**src/source/noc_pkg.sv**
```systemverilog
`default_nettype none

package noc_pkg;

  // ~~~~~~~~~~~~~~~~~~~~~~~~~~~~~~~~~~~~~~~~~~~~~~~~~~~~~~~~~~~~~~~~~~~~~~~~~~~
  // router port geometry
  // ~~~~~~~~~~~~~~~~~~~~~~~~~~~~~~~~~~~~~~~~~~~~~~~~~~~~~~~~~~~~~~~~~~~~~~~~~~~

  // input sources in order xp, xm, yp, ym, l
  localparam int PORTS         = 5;
  localparam int PORT_ID_WIDTH = 3;

  // ~~~~~~~~~~~~~~~~~~~~~~~~~~~~~~~~~~~~~~~~~~~~~~~~~~~~~~~~~~~~~~~~~~~~~~~~~~~
  // flit format
  // ~~~~~~~~~~~~~~~~~~~~~~~~~~~~~~~~~~~~~~~~~~~~~~~~~~~~~~~~~~~~~~~~~~~~~~~~~~~

  localparam int FLIT_TYPE_WIDTH = 2;
  // one word per flit
  localparam int PAYLOAD_WIDTH   = 16;

  typedef enum logic [FLIT_TYPE_WIDTH-1:0] {
    FLIT_HEAD      = 2'b00,
    FLIT_BODY      = 2'b01,
    FLIT_TAIL      = 2'b10,
    FLIT_HEAD_TAIL = 2'b11
  } flit_type_e;

  // head and head_tail open a packet
  function automatic logic is_packet_start(flit_type_e flit_type);
    return flit_type inside {FLIT_HEAD, FLIT_HEAD_TAIL};
  endfunction

  // tail and head_tail close a packet
  function automatic logic is_packet_end(flit_type_e flit_type);
    return flit_type inside {FLIT_TAIL, FLIT_HEAD_TAIL};
  endfunction

endpackage

`default_nettype wire

```
**src/source/flit_if.sv**
```systemverilog
`default_nettype none

interface flit_if import noc_pkg::*; ();

  logic                     valid;
  logic                     ready;
  flit_type_e               flit_type;
  logic [PAYLOAD_WIDTH-1:0] payload;

  // sender side holds valid, flit_type and payload until ready
  modport initiator (
    output valid,
    output flit_type,
    output payload,
    input  ready
  );

  modport target (
    input  valid,
    input  flit_type,
    input  payload,
    output ready
  );

endinterface

`default_nettype wire

```
**src/source/port_control_if.sv**
```systemverilog
`default_nettype none

interface port_control_if import noc_pkg::*; ();

  logic [PORTS-1:0] request;
  logic [PORTS-1:0] grant;
  logic             busy;
  // one cycle pulse when the end of packet flit transfers
  logic             grant_release;

  modport arbitrator (
    input  request,
    input  grant_release,
    output grant,
    output busy
  );

  modport switch (
    output request,
    output grant_release,
    input  grant,
    input  busy
  );

endinterface

`default_nettype wire

```
**src/source/output_block.sv**
```systemverilog
`default_nettype none

module output_block import noc_pkg::*; (
  input  logic                     clk,
  input  logic                     i_reset,
  // input sources, indexed xp, xm, yp, ym, l
  input  logic                     i_in_valid[PORTS],
  input  flit_type_e               i_in_flit_type[PORTS],
  input  logic [PAYLOAD_WIDTH-1:0] i_in_payload[PORTS],
  output logic                     o_in_ready[PORTS],
  // output link
  output logic                     o_out_valid,
  output flit_type_e               o_out_flit_type,
  output logic [PAYLOAD_WIDTH-1:0] o_out_payload,
  input  logic                     i_out_ready
);

  // ~~~~~~~~~~~~~~~~~~~~~~~~~~~~~~~~~~~~~~~~~~~~~~~~~~~~~~~~~~~~~~~~~~~~~~~~~~~
  // internal links
  // ~~~~~~~~~~~~~~~~~~~~~~~~~~~~~~~~~~~~~~~~~~~~~~~~~~~~~~~~~~~~~~~~~~~~~~~~~~~

  flit_if         in_link[PORTS]();
  // switch to slice
  flit_if         switch_link();
  // slice to the output ports
  flit_if         out_link();
  port_control_if port_control();

  // ~~~~~~~~~~~~~~~~~~~~~~~~~~~~~~~~~~~~~~~~~~~~~~~~~~~~~~~~~~~~~~~~~~~~~~~~~~~
  // plain ports onto the input links
  // ~~~~~~~~~~~~~~~~~~~~~~~~~~~~~~~~~~~~~~~~~~~~~~~~~~~~~~~~~~~~~~~~~~~~~~~~~~~

  for (genvar i = 0; i < PORTS; i++) begin : g_input_port
    assign in_link[i].valid     = i_in_valid[i];
    assign in_link[i].flit_type = i_in_flit_type[i];
    assign in_link[i].payload   = i_in_payload[i];
    assign o_in_ready[i]        = in_link[i].ready;
  end

  // ~~~~~~~~~~~~~~~~~~~~~~~~~~~~~~~~~~~~~~~~~~~~~~~~~~~~~~~~~~~~~~~~~~~~~~~~~~~
  // arbitration and switching
  // ~~~~~~~~~~~~~~~~~~~~~~~~~~~~~~~~~~~~~~~~~~~~~~~~~~~~~~~~~~~~~~~~~~~~~~~~~~~

  port_controller u_port_controller (
    .clk      (clk          ),
    .i_reset  (i_reset      ),
    .control  (port_control )
  );

  output_switch u_output_switch (
    .in_link  (in_link      ),
    .out_link (switch_link  ),
    .control  (port_control )
  );

  // ~~~~~~~~~~~~~~~~~~~~~~~~~~~~~~~~~~~~~~~~~~~~~~~~~~~~~~~~~~~~~~~~~~~~~~~~~~~
  // registered output stage
  // ~~~~~~~~~~~~~~~~~~~~~~~~~~~~~~~~~~~~~~~~~~~~~~~~~~~~~~~~~~~~~~~~~~~~~~~~~~~

  // breaks the ready path from the link back to the sources
  output_slice u_output_slice (
    .clk      (clk          ),
    .i_reset  (i_reset      ),
    .in_link  (switch_link  ),
    .out_link (out_link     )
  );

  assign o_out_valid     = out_link.valid;
  assign o_out_flit_type = out_link.flit_type;
  assign o_out_payload   = out_link.payload;
  assign out_link.ready  = i_out_ready;

endmodule

`default_nettype wire

```
**src/source/output_slice.sv**
```systemverilog
`default_nettype none

module output_slice import noc_pkg::*; (
  input  logic      clk,
  input  logic      i_reset,
  flit_if.target    in_link,
  flit_if.initiator out_link
);

  logic                     main_valid;
  flit_type_e               main_type;
  logic [PAYLOAD_WIDTH-1:0] main_payload;
  logic                     side_valid;
  flit_type_e               side_type;
  logic [PAYLOAD_WIDTH-1:0] side_payload;

  logic                     in_fire;
  logic                     main_load;

  // side entry only fills behind a stalled main entry
  assign in_link.ready = !side_valid;
  assign in_fire       = in_link.valid && in_link.ready;
  // main entry takes new data when empty or draining this cycle
  assign main_load     = !main_valid || out_link.ready;

  always_ff @(posedge clk) begin
    if (i_reset) begin
      main_valid <= 1'b0;
      side_valid <= 1'b0;
    end else if (main_load) begin
      main_valid <= side_valid || in_fire;
      side_valid <= 1'b0;
    end else if (in_fire) begin
      side_valid <= 1'b1;
    end
  end

  always_ff @(posedge clk) begin
    if (main_load) begin
      if (side_valid) begin
        main_type    <= side_type;
        main_payload <= side_payload;
      end else begin
        main_type    <= in_link.flit_type;
        main_payload <= in_link.payload;
      end
    end
    if (!main_load && in_fire) begin
      side_type    <= in_link.flit_type;
      side_payload <= in_link.payload;
    end
  end

  assign out_link.valid     = main_valid;
  assign out_link.flit_type = main_type;
  assign out_link.payload   = main_payload;

endmodule

`default_nettype wire

```
**src/source/output_switch.sv**
```systemverilog
`default_nettype none

module output_switch import noc_pkg::*; (
  flit_if.target         in_link[PORTS],
  flit_if.initiator      out_link,
  port_control_if.switch control
);

  logic [PORTS-1:0]         in_valid;
  flit_type_e               in_type[PORTS];
  logic [PAYLOAD_WIDTH-1:0] in_payload[PORTS];
  logic [PORTS-1:0]         request;

  logic                     sel_valid;
  flit_type_e               sel_type;
  logic [PAYLOAD_WIDTH-1:0] sel_payload;

  // ~~~~~~~~~~~~~~~~~~~~~~~~~~~~~~~~~~~~~~~~~~~~~~~~~~~~~~~~~~~~~~~~~~~~~~~~~~~
  // per input unpacking and ready return
  // ~~~~~~~~~~~~~~~~~~~~~~~~~~~~~~~~~~~~~~~~~~~~~~~~~~~~~~~~~~~~~~~~~~~~~~~~~~~

  for (genvar i = 0; i < PORTS; i++) begin : g_input
    assign in_valid[i]   = in_link[i].valid;
    assign in_type[i]    = in_link[i].flit_type;
    assign in_payload[i] = in_link[i].payload;

    // only a waiting head asks for the link
    assign request[i] = in_link[i].valid && is_packet_start(in_link[i].flit_type);

    assign in_link[i].ready = control.grant[i] && out_link.ready;
  end

  assign control.request = request;

  // ~~~~~~~~~~~~~~~~~~~~~~~~~~~~~~~~~~~~~~~~~~~~~~~~~~~~~~~~~~~~~~~~~~~~~~~~~~~
  // flit mux
  // ~~~~~~~~~~~~~~~~~~~~~~~~~~~~~~~~~~~~~~~~~~~~~~~~~~~~~~~~~~~~~~~~~~~~~~~~~~~

  // grant is one-hot, so at most one input is picked
  always_comb begin
    sel_valid   = 1'b0;
    sel_type    = FLIT_HEAD;
    sel_payload = '0;
    for (int i = 0; i < PORTS; i++) begin
      if (control.grant[i]) begin
        sel_valid   = in_valid[i];
        sel_type    = in_type[i];
        sel_payload = in_payload[i];
      end
    end
  end

  assign out_link.valid     = control.busy && sel_valid;
  assign out_link.flit_type = sel_type;
  assign out_link.payload   = sel_payload;

  // end of packet frees the link for the next head
  assign control.grant_release = out_link.valid && out_link.ready &&
                                 is_packet_end(sel_type);

endmodule

`default_nettype wire

```
**src/source/port_controller.sv**
```systemverilog
`default_nettype none

module port_controller import noc_pkg::*; (
  input  logic               clk,
  input  logic               i_reset,
  port_control_if.arbitrator control
);

  logic [PORTS-1:0]         grant;
  logic                     busy;
  logic [PORT_ID_WIDTH-1:0] last_index;

  logic                     found;
  logic [PORT_ID_WIDTH-1:0] winner_index;
  logic [PORTS-1:0]         winner_onehot;

  // ~~~~~~~~~~~~~~~~~~~~~~~~~~~~~~~~~~~~~~~~~~~~~~~~~~~~~~~~~~~~~~~~~~~~~~~~~~~
  // round-robin search
  // ~~~~~~~~~~~~~~~~~~~~~~~~~~~~~~~~~~~~~~~~~~~~~~~~~~~~~~~~~~~~~~~~~~~~~~~~~~~

  // walk from the farthest offset back to the nearest one, so the first
  // requester after the last granted port is the one that sticks
  always_comb begin : winner_search
    int candidate;
    found        = 1'b0;
    winner_index = last_index;
    for (int offset = PORTS; offset >= 1; offset--) begin
      candidate = (int'(last_index) + offset) % PORTS;
      if (control.request[candidate]) begin
        found        = 1'b1;
        winner_index = PORT_ID_WIDTH'(candidate);
      end
    end
  end

  always_comb begin
    winner_onehot               = '0;
    winner_onehot[winner_index] = 1'b1;
  end

  // ~~~~~~~~~~~~~~~~~~~~~~~~~~~~~~~~~~~~~~~~~~~~~~~~~~~~~~~~~~~~~~~~~~~~~~~~~~~
  // grant state
  // ~~~~~~~~~~~~~~~~~~~~~~~~~~~~~~~~~~~~~~~~~~~~~~~~~~~~~~~~~~~~~~~~~~~~~~~~~~~

  // pointer starts on the last port so that port 0 is searched first
  always_ff @(posedge clk) begin
    if (i_reset) begin
      grant      <= '0;
      busy       <= 1'b0;
      last_index <= PORT_ID_WIDTH'(PORTS - 1);
    end else if (busy) begin
      // packet owns the link until its last flit leaves
      if (control.grant_release) begin
        grant <= '0;
        busy  <= 1'b0;
      end
    end else if (found) begin
      grant      <= winner_onehot;
      busy       <= 1'b1;
      last_index <= winner_index;
    end
  end

  assign control.grant = grant;
  assign control.busy  = busy;

endmodule

`default_nettype wire
```
**config.mk**
```make
export PLATFORM = sky130hd
export DESIGN_NAME = output_block
export DESIGN_NICKNAME = d
export VERILOG_FILES = /design/src/source/noc_pkg.sv /design/src/source/flit_if.sv /design/src/source/port_control_if.sv /design/src/source/output_block.sv /design/src/source/output_slice.sv /design/src/source/output_switch.sv /design/src/source/port_controller.sv
export SDC_FILE = /design/constraint.sdc
export NUM_CORES = 1
export LEC_CHECK = 0
export ABC_AREA = 1
export BUFFER_PORTS_ARGS = -buffer_cell sky130_fd_sc_hd__buf_4
export CORE_MARGIN = 1
export CORE_UTILIZATION = 50
export CTS_CLUSTER_DIAMETER = 200
export DETAILED_ROUTE_END_ITERATION = 8
export PLACE_DENSITY_LB_ADDON = 0.05
export SLEW_MARGIN = 20
export SYNTH_ARGS = -nofsm -noshare
export SYNTH_HDL_FRONTEND = slang
export SYNTH_SLANG_ARGS = --single-unit
```
**constraint.sdc**
```tcl
create_clock -name clk -period 7.65 [get_ports clk]
set_clock_uncertainty 0.1 [all_clocks]
set_input_delay 0.3825 -clock clk [delete_from_list [all_inputs] [get_ports clk]]
set_output_delay 0.3825 -clock clk [all_outputs]
set_load 0.03 [all_outputs]
```
# --- After elaboration in Yosys (flattened, before gate mapping) ---
# Cells that the tools add are included.
op_classes:
  n_addsub: 5
  mul: 0
  div: 5
  n_lt_le_gt_ge: 7
  eq_ne: 8
  n_shift: 0
  mux: 50
  bitwise: 1
  reduce_logical: 35
ops:
  columns: ["operator", "count"]
  rows:
  - ["< comparator 32 x 5 -> 1 bit (second input constant)", 5]
  - ["modulo 32 x 4 -> 32 bit (second input constant)", 5]
  - ["two-way mux 16 bit", 6]
  - ["two-way mux 1 bit", 24]
  - ["binary-select mux 1 bit (select 3 bit)", 5]
  - ["logical AND 1 bit", 15]
  - ["two-way mux 3 bit", 5]
  - ["two-way mux 5 bit", 3]
  - ["equality test 2 bit (second input constant)", 7]
  - ["nonzero test 2 bit", 7]
  - ["two-way mux 2 bit", 6]
  - ["logical NOT 2 bit", 5]
  - ["adder 3 x 2 -> 4 bit (second input constant)", 2]
  - ["adder 3 x 3 -> 4 bit (second input constant)", 2]
  - ["adder 3 x 1 -> 4 bit (second input constant)", 1]
  - ["< comparator 3 x 4 -> 1 bit (second input constant)", 1]
  - ["AND reduction 2 bit", 2]
  - ["demux 1 bit (select 3 bit)", 1]
  - ["greater-or-equal comparator 3 x 1 -> 1 bit (second input constant)", 1]
  - ["logical NOT 1 bit", 3]
  - ["logical OR 1 bit", 2]
  - ["!= test 2 bit (second input constant)", 1]
  - ["OR reduction 2 bit", 1]
  - ["NOT 1 bit", 1]
word_totals:
  register_bits: 47
  latchBits: 0
  mem_bits_rw: 0
  mem_bits_ro: 0
  input_bits: 98
  memories: 0

# --- Depth between registers and ports, before layout ---
logic_depth:
  ltp_word: 17
  mapped_depth: 33
  ltp_nobuf: 31

# --- By module ---
# Synthesis repeated with hierarchy kept, for this count alone.
unflattened:
  hier_cells: 708
  area_unflattened_um2: 4456.8
modules_own_cells:
  columns: ["module", "n_inst", "cells_per_inst", "area_per_inst_um2"]
  rows:
  - ["port_controller", 1, 342, 1930.6]
  - ["output_slice", 1, 107, 1397.6]
  - ["output_switch", 1, 254, 1091.0]
  - ["output_block", 1, 5, 37.5]

# --- Worst setup path before layout ---
# Ideal clock, no wire load.
synth_timing:
  path_kind: "flip-flop to flip-flop"
  from: "reg u_port_controller.last_index[0]"
  to: "reg u_port_controller.grant[1], in the netlist u_port_controller.control.grant[1]"
  setup_ps: 67
  arrival_ps: 3248
  setup_slack_ps: 4236
  path_stages_with_launch: 25
  path_cell_list: "dfxtp_1 > buf_6 > inv_2 > buf_4 > ha_1 > buf_2 > inv_1 > ha_1 > inv_1 > ha_1 > nand3b_1 > nand2_2 > nand3_2 > inv_2 > nand2_1 > nand3_1 > nand2_1 > nand2_2 > nand2_4 > nor2_4 > nand3_2 > o21bai_4 > and2_4 > nand2_1 > a21oi_2"
synth_between:
  elab_chain_len: 16
  word_cells_on_any_way: 44
synth_rtl:
  columns: ["item", "line_no", "rtl"]
  rows:
  - ["start: declaration", "port_controller.sv:11", "logic [PORT_ID_WIDTH-1:0] last_index;"]
  - ["start signal: assignment", "port_controller.sv:50", "last_index <= PORT_ID_WIDTH'(PORTS - 1);"]
  - ["start signal: assignment", "port_controller.sv:60", "last_index <= winner_index;"]
  - ["adder 3 x 3 -> 4 bit", "port_controller.sv:28", "candidate = (int'(last_index) + offset) % PORTS;"]
  - ["modulo 32 x 4 -> 32 bit", "port_controller.sv:28", null]
  - ["binary-select mux 1 bit (select 3 bit)", "port_controller.sv:29", "if (control.request[candidate]) begin"]
  - ["two-way mux 1 bit (implied by the code) (2 in series)", "port_controller.sv:29", null]
  - ["two-way mux 3 bit (5 in series)", "port_controller.sv:29", null]
  - ["< comparator 3 x 4 -> 1 bit (implied by the code) / greater-or-equal comparator 3 x 1 -> 1 bit (equally long branches)", "port_controller.sv:38", "winner_onehot[winner_index] = 1'b1;"]
  - ["logical AND 1 bit (implied by the code)", "port_controller.sv:38", null]
  - ["two-way mux 1 bit (implied by the code)", "port_controller.sv:38", null]
  - ["demux 1 bit (select 3 bit)", null, null]
  - ["two-way mux 5 bit", "port_controller.sv:57", "end else if (found) begin"]
  - ["two-way mux 5 bit", "port_controller.sv:51", "end else if (busy) begin"]
  - ["end signal: assignment", "port_controller.sv:58", "grant <= winner_onehot;"]
  - ["end: declaration", "port_controller.sv:9", "logic [PORTS-1:0] grant;"]
# Parallel ways exist; a longest one is shown, timed or not. The select of a mux whose other input is x is not followed.
# A chain may end at the register's enable or synchronous reset.

# --- Worst setup path in the final report ---
layout_timing:
  from: "reg u_port_controller.last_index[0]"
  to: "reg u_port_controller.grant[3], in the netlist u_port_controller.control.grant[3]"
# Same word-level chain as after synthesis.

==> flow_metrics.env <==
export IMPL_synth_area_top_cells="edfxtp_1, nand2_1, ha_1"
export IMPL_htreeDepth=2
export IMPL_endpoint_kind="flip-flop"
export IMPL_gp_congestion=0.939
export IMPL_layout_commonest_cell="nand2_1"
export IMPL_cts_buffers=5
export IMPL_die_area_sq_um=8650
export IMPL_vdd_drop_max_v=0.000239
export IMPL_antenna_found_initial=0
export IMPL_vias_per_cell=5.53
export IMPL_cts_hold_buf=0
export IMPL_ys_ff_latch=47
export IMPL_drcViolationCount=0
export IMPL_yosysSeqAreaShare=0.314
export IMPL_synthCells=580
export IMPL_first_iter_violations=277
export IMPL_rsz0062_at_grt="no"
export IMPL_initial_core_util=0.527
export IMPL_synth_cell_types=43
export IMPL_row_count=32
export IMPL_yosysTopAreaCellShare=0.261
export IMPL_power_mw=2.58
export IMPL_p_leak_nw=2.56
export IMPL_overflow=0
export IMPL_layout_common_cells="nand2_1, buf_4, nor2_1, inv_1, nand3_1"
export IMPL_post_cts_repair_setup_buffers=0
export IMPL_wl_met1_mm=5.18
export IMPL_post_cts_resize_count=0
export IMPL_n_antenna_cell=0
export IMPL_synth_edff_count=36
export IMPL_ys_async_sr_fraction=0
export IMPL_dr_wl_met2_mm=5.61
export IMPL_ios=122
export IMPL_syn_area_per_cell_sq_um=7.14
export IMPL_worst_slew_pin_slew_ns=0.907
export IMPL_cts_sinks=47
export IMPL_insertion_delay_ns=0.30
export IMPL_cts_tree="built"
export IMPL_root_buffer="clkbuf_8"
export IMPL_hp_start="i_reset"
export IMPL_routedWlPerCell_um=15.1
export IMPL_critPathArrivalTime_ns=4.47
export IMPL_grt_max_degree=26
export IMPL_dp_cells=778
export IMPL_synthesis_area_sq_um=4140
export IMPL_outcome="finished clean"
export IMPL_hold_viol=0
export IMPL_max_freq_mhz=231
export IMPL_yosys_warnings=0
export IMPL_cp_startpoint="u_port_controller.last_index[0]"
export IMPL_gr_usage_all_layers=0.284
export IMPL_powerDensity_nw_per_um2=501
export IMPL_nets=803
export IMPL_drtPass1Iterations=5
export IMPL_die_w_um=93.0
export IMPL_cp_data_required_time_ns=7.79
export IMPL_via_count=4350
export IMPL_drt_total_wl_mm=11.9
export IMPL_synth_ff_type="edfxtp_1"
export IMPL_dp_hpwl_mm=8.99
export IMPL_critPathLaunchType="flip-flop"
export IMPL_critPathKind="reg2reg"
export IMPL_min_path_type="in2reg"
export IMPL_finalCritPeriodShare=0.565
export IMPL_r2r_start="u_port_controller.last_index[0]"
export IMPL_clockBufferDepth=2
export IMPL_core_area_sq_um=7850
export IMPL_maxUsedRoutingLayer="met4"
export IMPL_finalSetupTns_ns=0
export IMPL_setup_violations=0
export IMPL_stdcell_count=786
export IMPL_fp_dieH_um=93.0
export IMPL_ant_nets=0
export IMPL_min_period_ns=4.32
export IMPL_slew_headroom=0.394
export IMPL_max_cap_violations=0
export IMPL_slew_viol_final=0
export IMPL_synth_top_area_cell="edfxtp_1"
export IMPL_drive_gt1_frac=0.270
export IMPL_crit_fanout=15
export IMPL_area_growth_pct=24.4
export IMPL_io_buffers=121
export IMPL_synth_nets=700
export IMPL_dr_wl_met3_mm=1.03
export IMPL_grt_pass1_vias=4060
export IMPL_path_clk_slew_ns=0.09
export IMPL_grt_first_pass_wirelength_mm=19.4
cells by family after synthesis:
group                      count (synthesis)  synth area share
and+or+nand+nor                          306             0.330
AOI/OAI and AO/OA                        107             0.176
buffers and inverters                     91            0.0961
DFF                                       47             0.314
adders and majority gates                 22            0.0665
xor gates and xnor gates                   6            0.0145
muxes                                      1           0.00242
worst max-delay path, stage by stage (launching register included):
cell and delay (ns):
dfxtp_1 0.73, inv_2 0.30, ha_1 0.51, ha_1 0.26, nor2_1 0.09, nand3_1 0.10
nand2_1 0.08, xor2_1 0.28, ha_1 0.24, nand2_1 0.07, nand2_2 0.10, nand2_2 0.08
nand2_2 0.09, nand3_1 0.12, nand3_1 0.10, nand3_1 0.11, nand2_1 0.12, nand2_1 0.08
nand2_1 0.09, nand2_1 0.05, nand2_1 0.07, nand2_1 0.05, nand2_1 0.09, nand2_2 0.08
nor2_2 0.10, nand2_1 0.07, a21oi_2 0.10
area by class of cell:
type,instances,area (sq um)
inverter,63,236
timing repair buffer,124,931
sequential,47,1300
multi-input combinational,442,2440
clock inverter,3,43.8
fill,734,2700
clock buffer,5,68.8
tap,102,128
state kept, by name, summed over array words and instances, names as in the netlist:
register	count
u_output_slice.out_link.flit_type	2
u_output_slice.out_link.payload	16
u_output_slice.out_link.valid	1
u_output_slice.side_payload	16
u_output_slice.side_type	2
u_output_slice.side_valid	1
u_port_controller.control.busy	1
u_port_controller.control.grant	5
u_port_controller.last_index	3
per-stage QoR:
stage	util	instance area, sq um	setup slack (ns)	hold slack [ns]
after floorplan	-	4140	4.24	0.355
after global placement	0.642	5040	3.62	0.377
after detailed placement	0.642	5040	3.38	0.389
after CTS	0.656	5150	3.37	0.219
after global routing	0.656	5150	2.88	0.217
final	0.656	5150	3.33	0.227
worst paths after layout:
check	end	slack, ns	depth (start not counted)
worst max-delay path	u_port_controller.control.grant[3]	3.33	26
worst min-delay path	u_port_controller.control.grant[3]	0.23	2
worst max register to register	u_port_controller.control.grant[3]	3.33	26
worst min register to register	u_port_controller.control.grant[0]	0.40	2
power by group:
part	internal, mW	switching (mW)
sequential	0.359	0.0568
clock	0.0974	0.0848
combinational	0.688	1.29
synth_stat cells, types with 2 or more instances:
library cell	count
a22oi_1	2
o221ai_1	2
o21ai_0	10
nand2_2	22
nor2_1	56
inv_2	9
inv_1	52
ha_1	22
dfxtp_1	11
a221o_1	16
o21ai_1	2
o211ai_1	19
buf_6	4
edfxtp_1	36
nand2_1	157
buf_2	2
a21oi_1	43
nand3_2	7
nand3b_1	2
nand2_4	3
buf_4	6
nand3_1	49
clkinv_1	2
a21oi_2	7
xor2_1	4
clkbuf_1	14
nor3_1	5
routing by layer:
layer / global-route usage / vias up
li1: - / 2143
met1: 0.390 / 2007
met2: 0.466 / 195
met3: 0.0569 / 5
met4: 0.0551 / 0
met5: 0 / -
(Power assumes the default switching activity.)
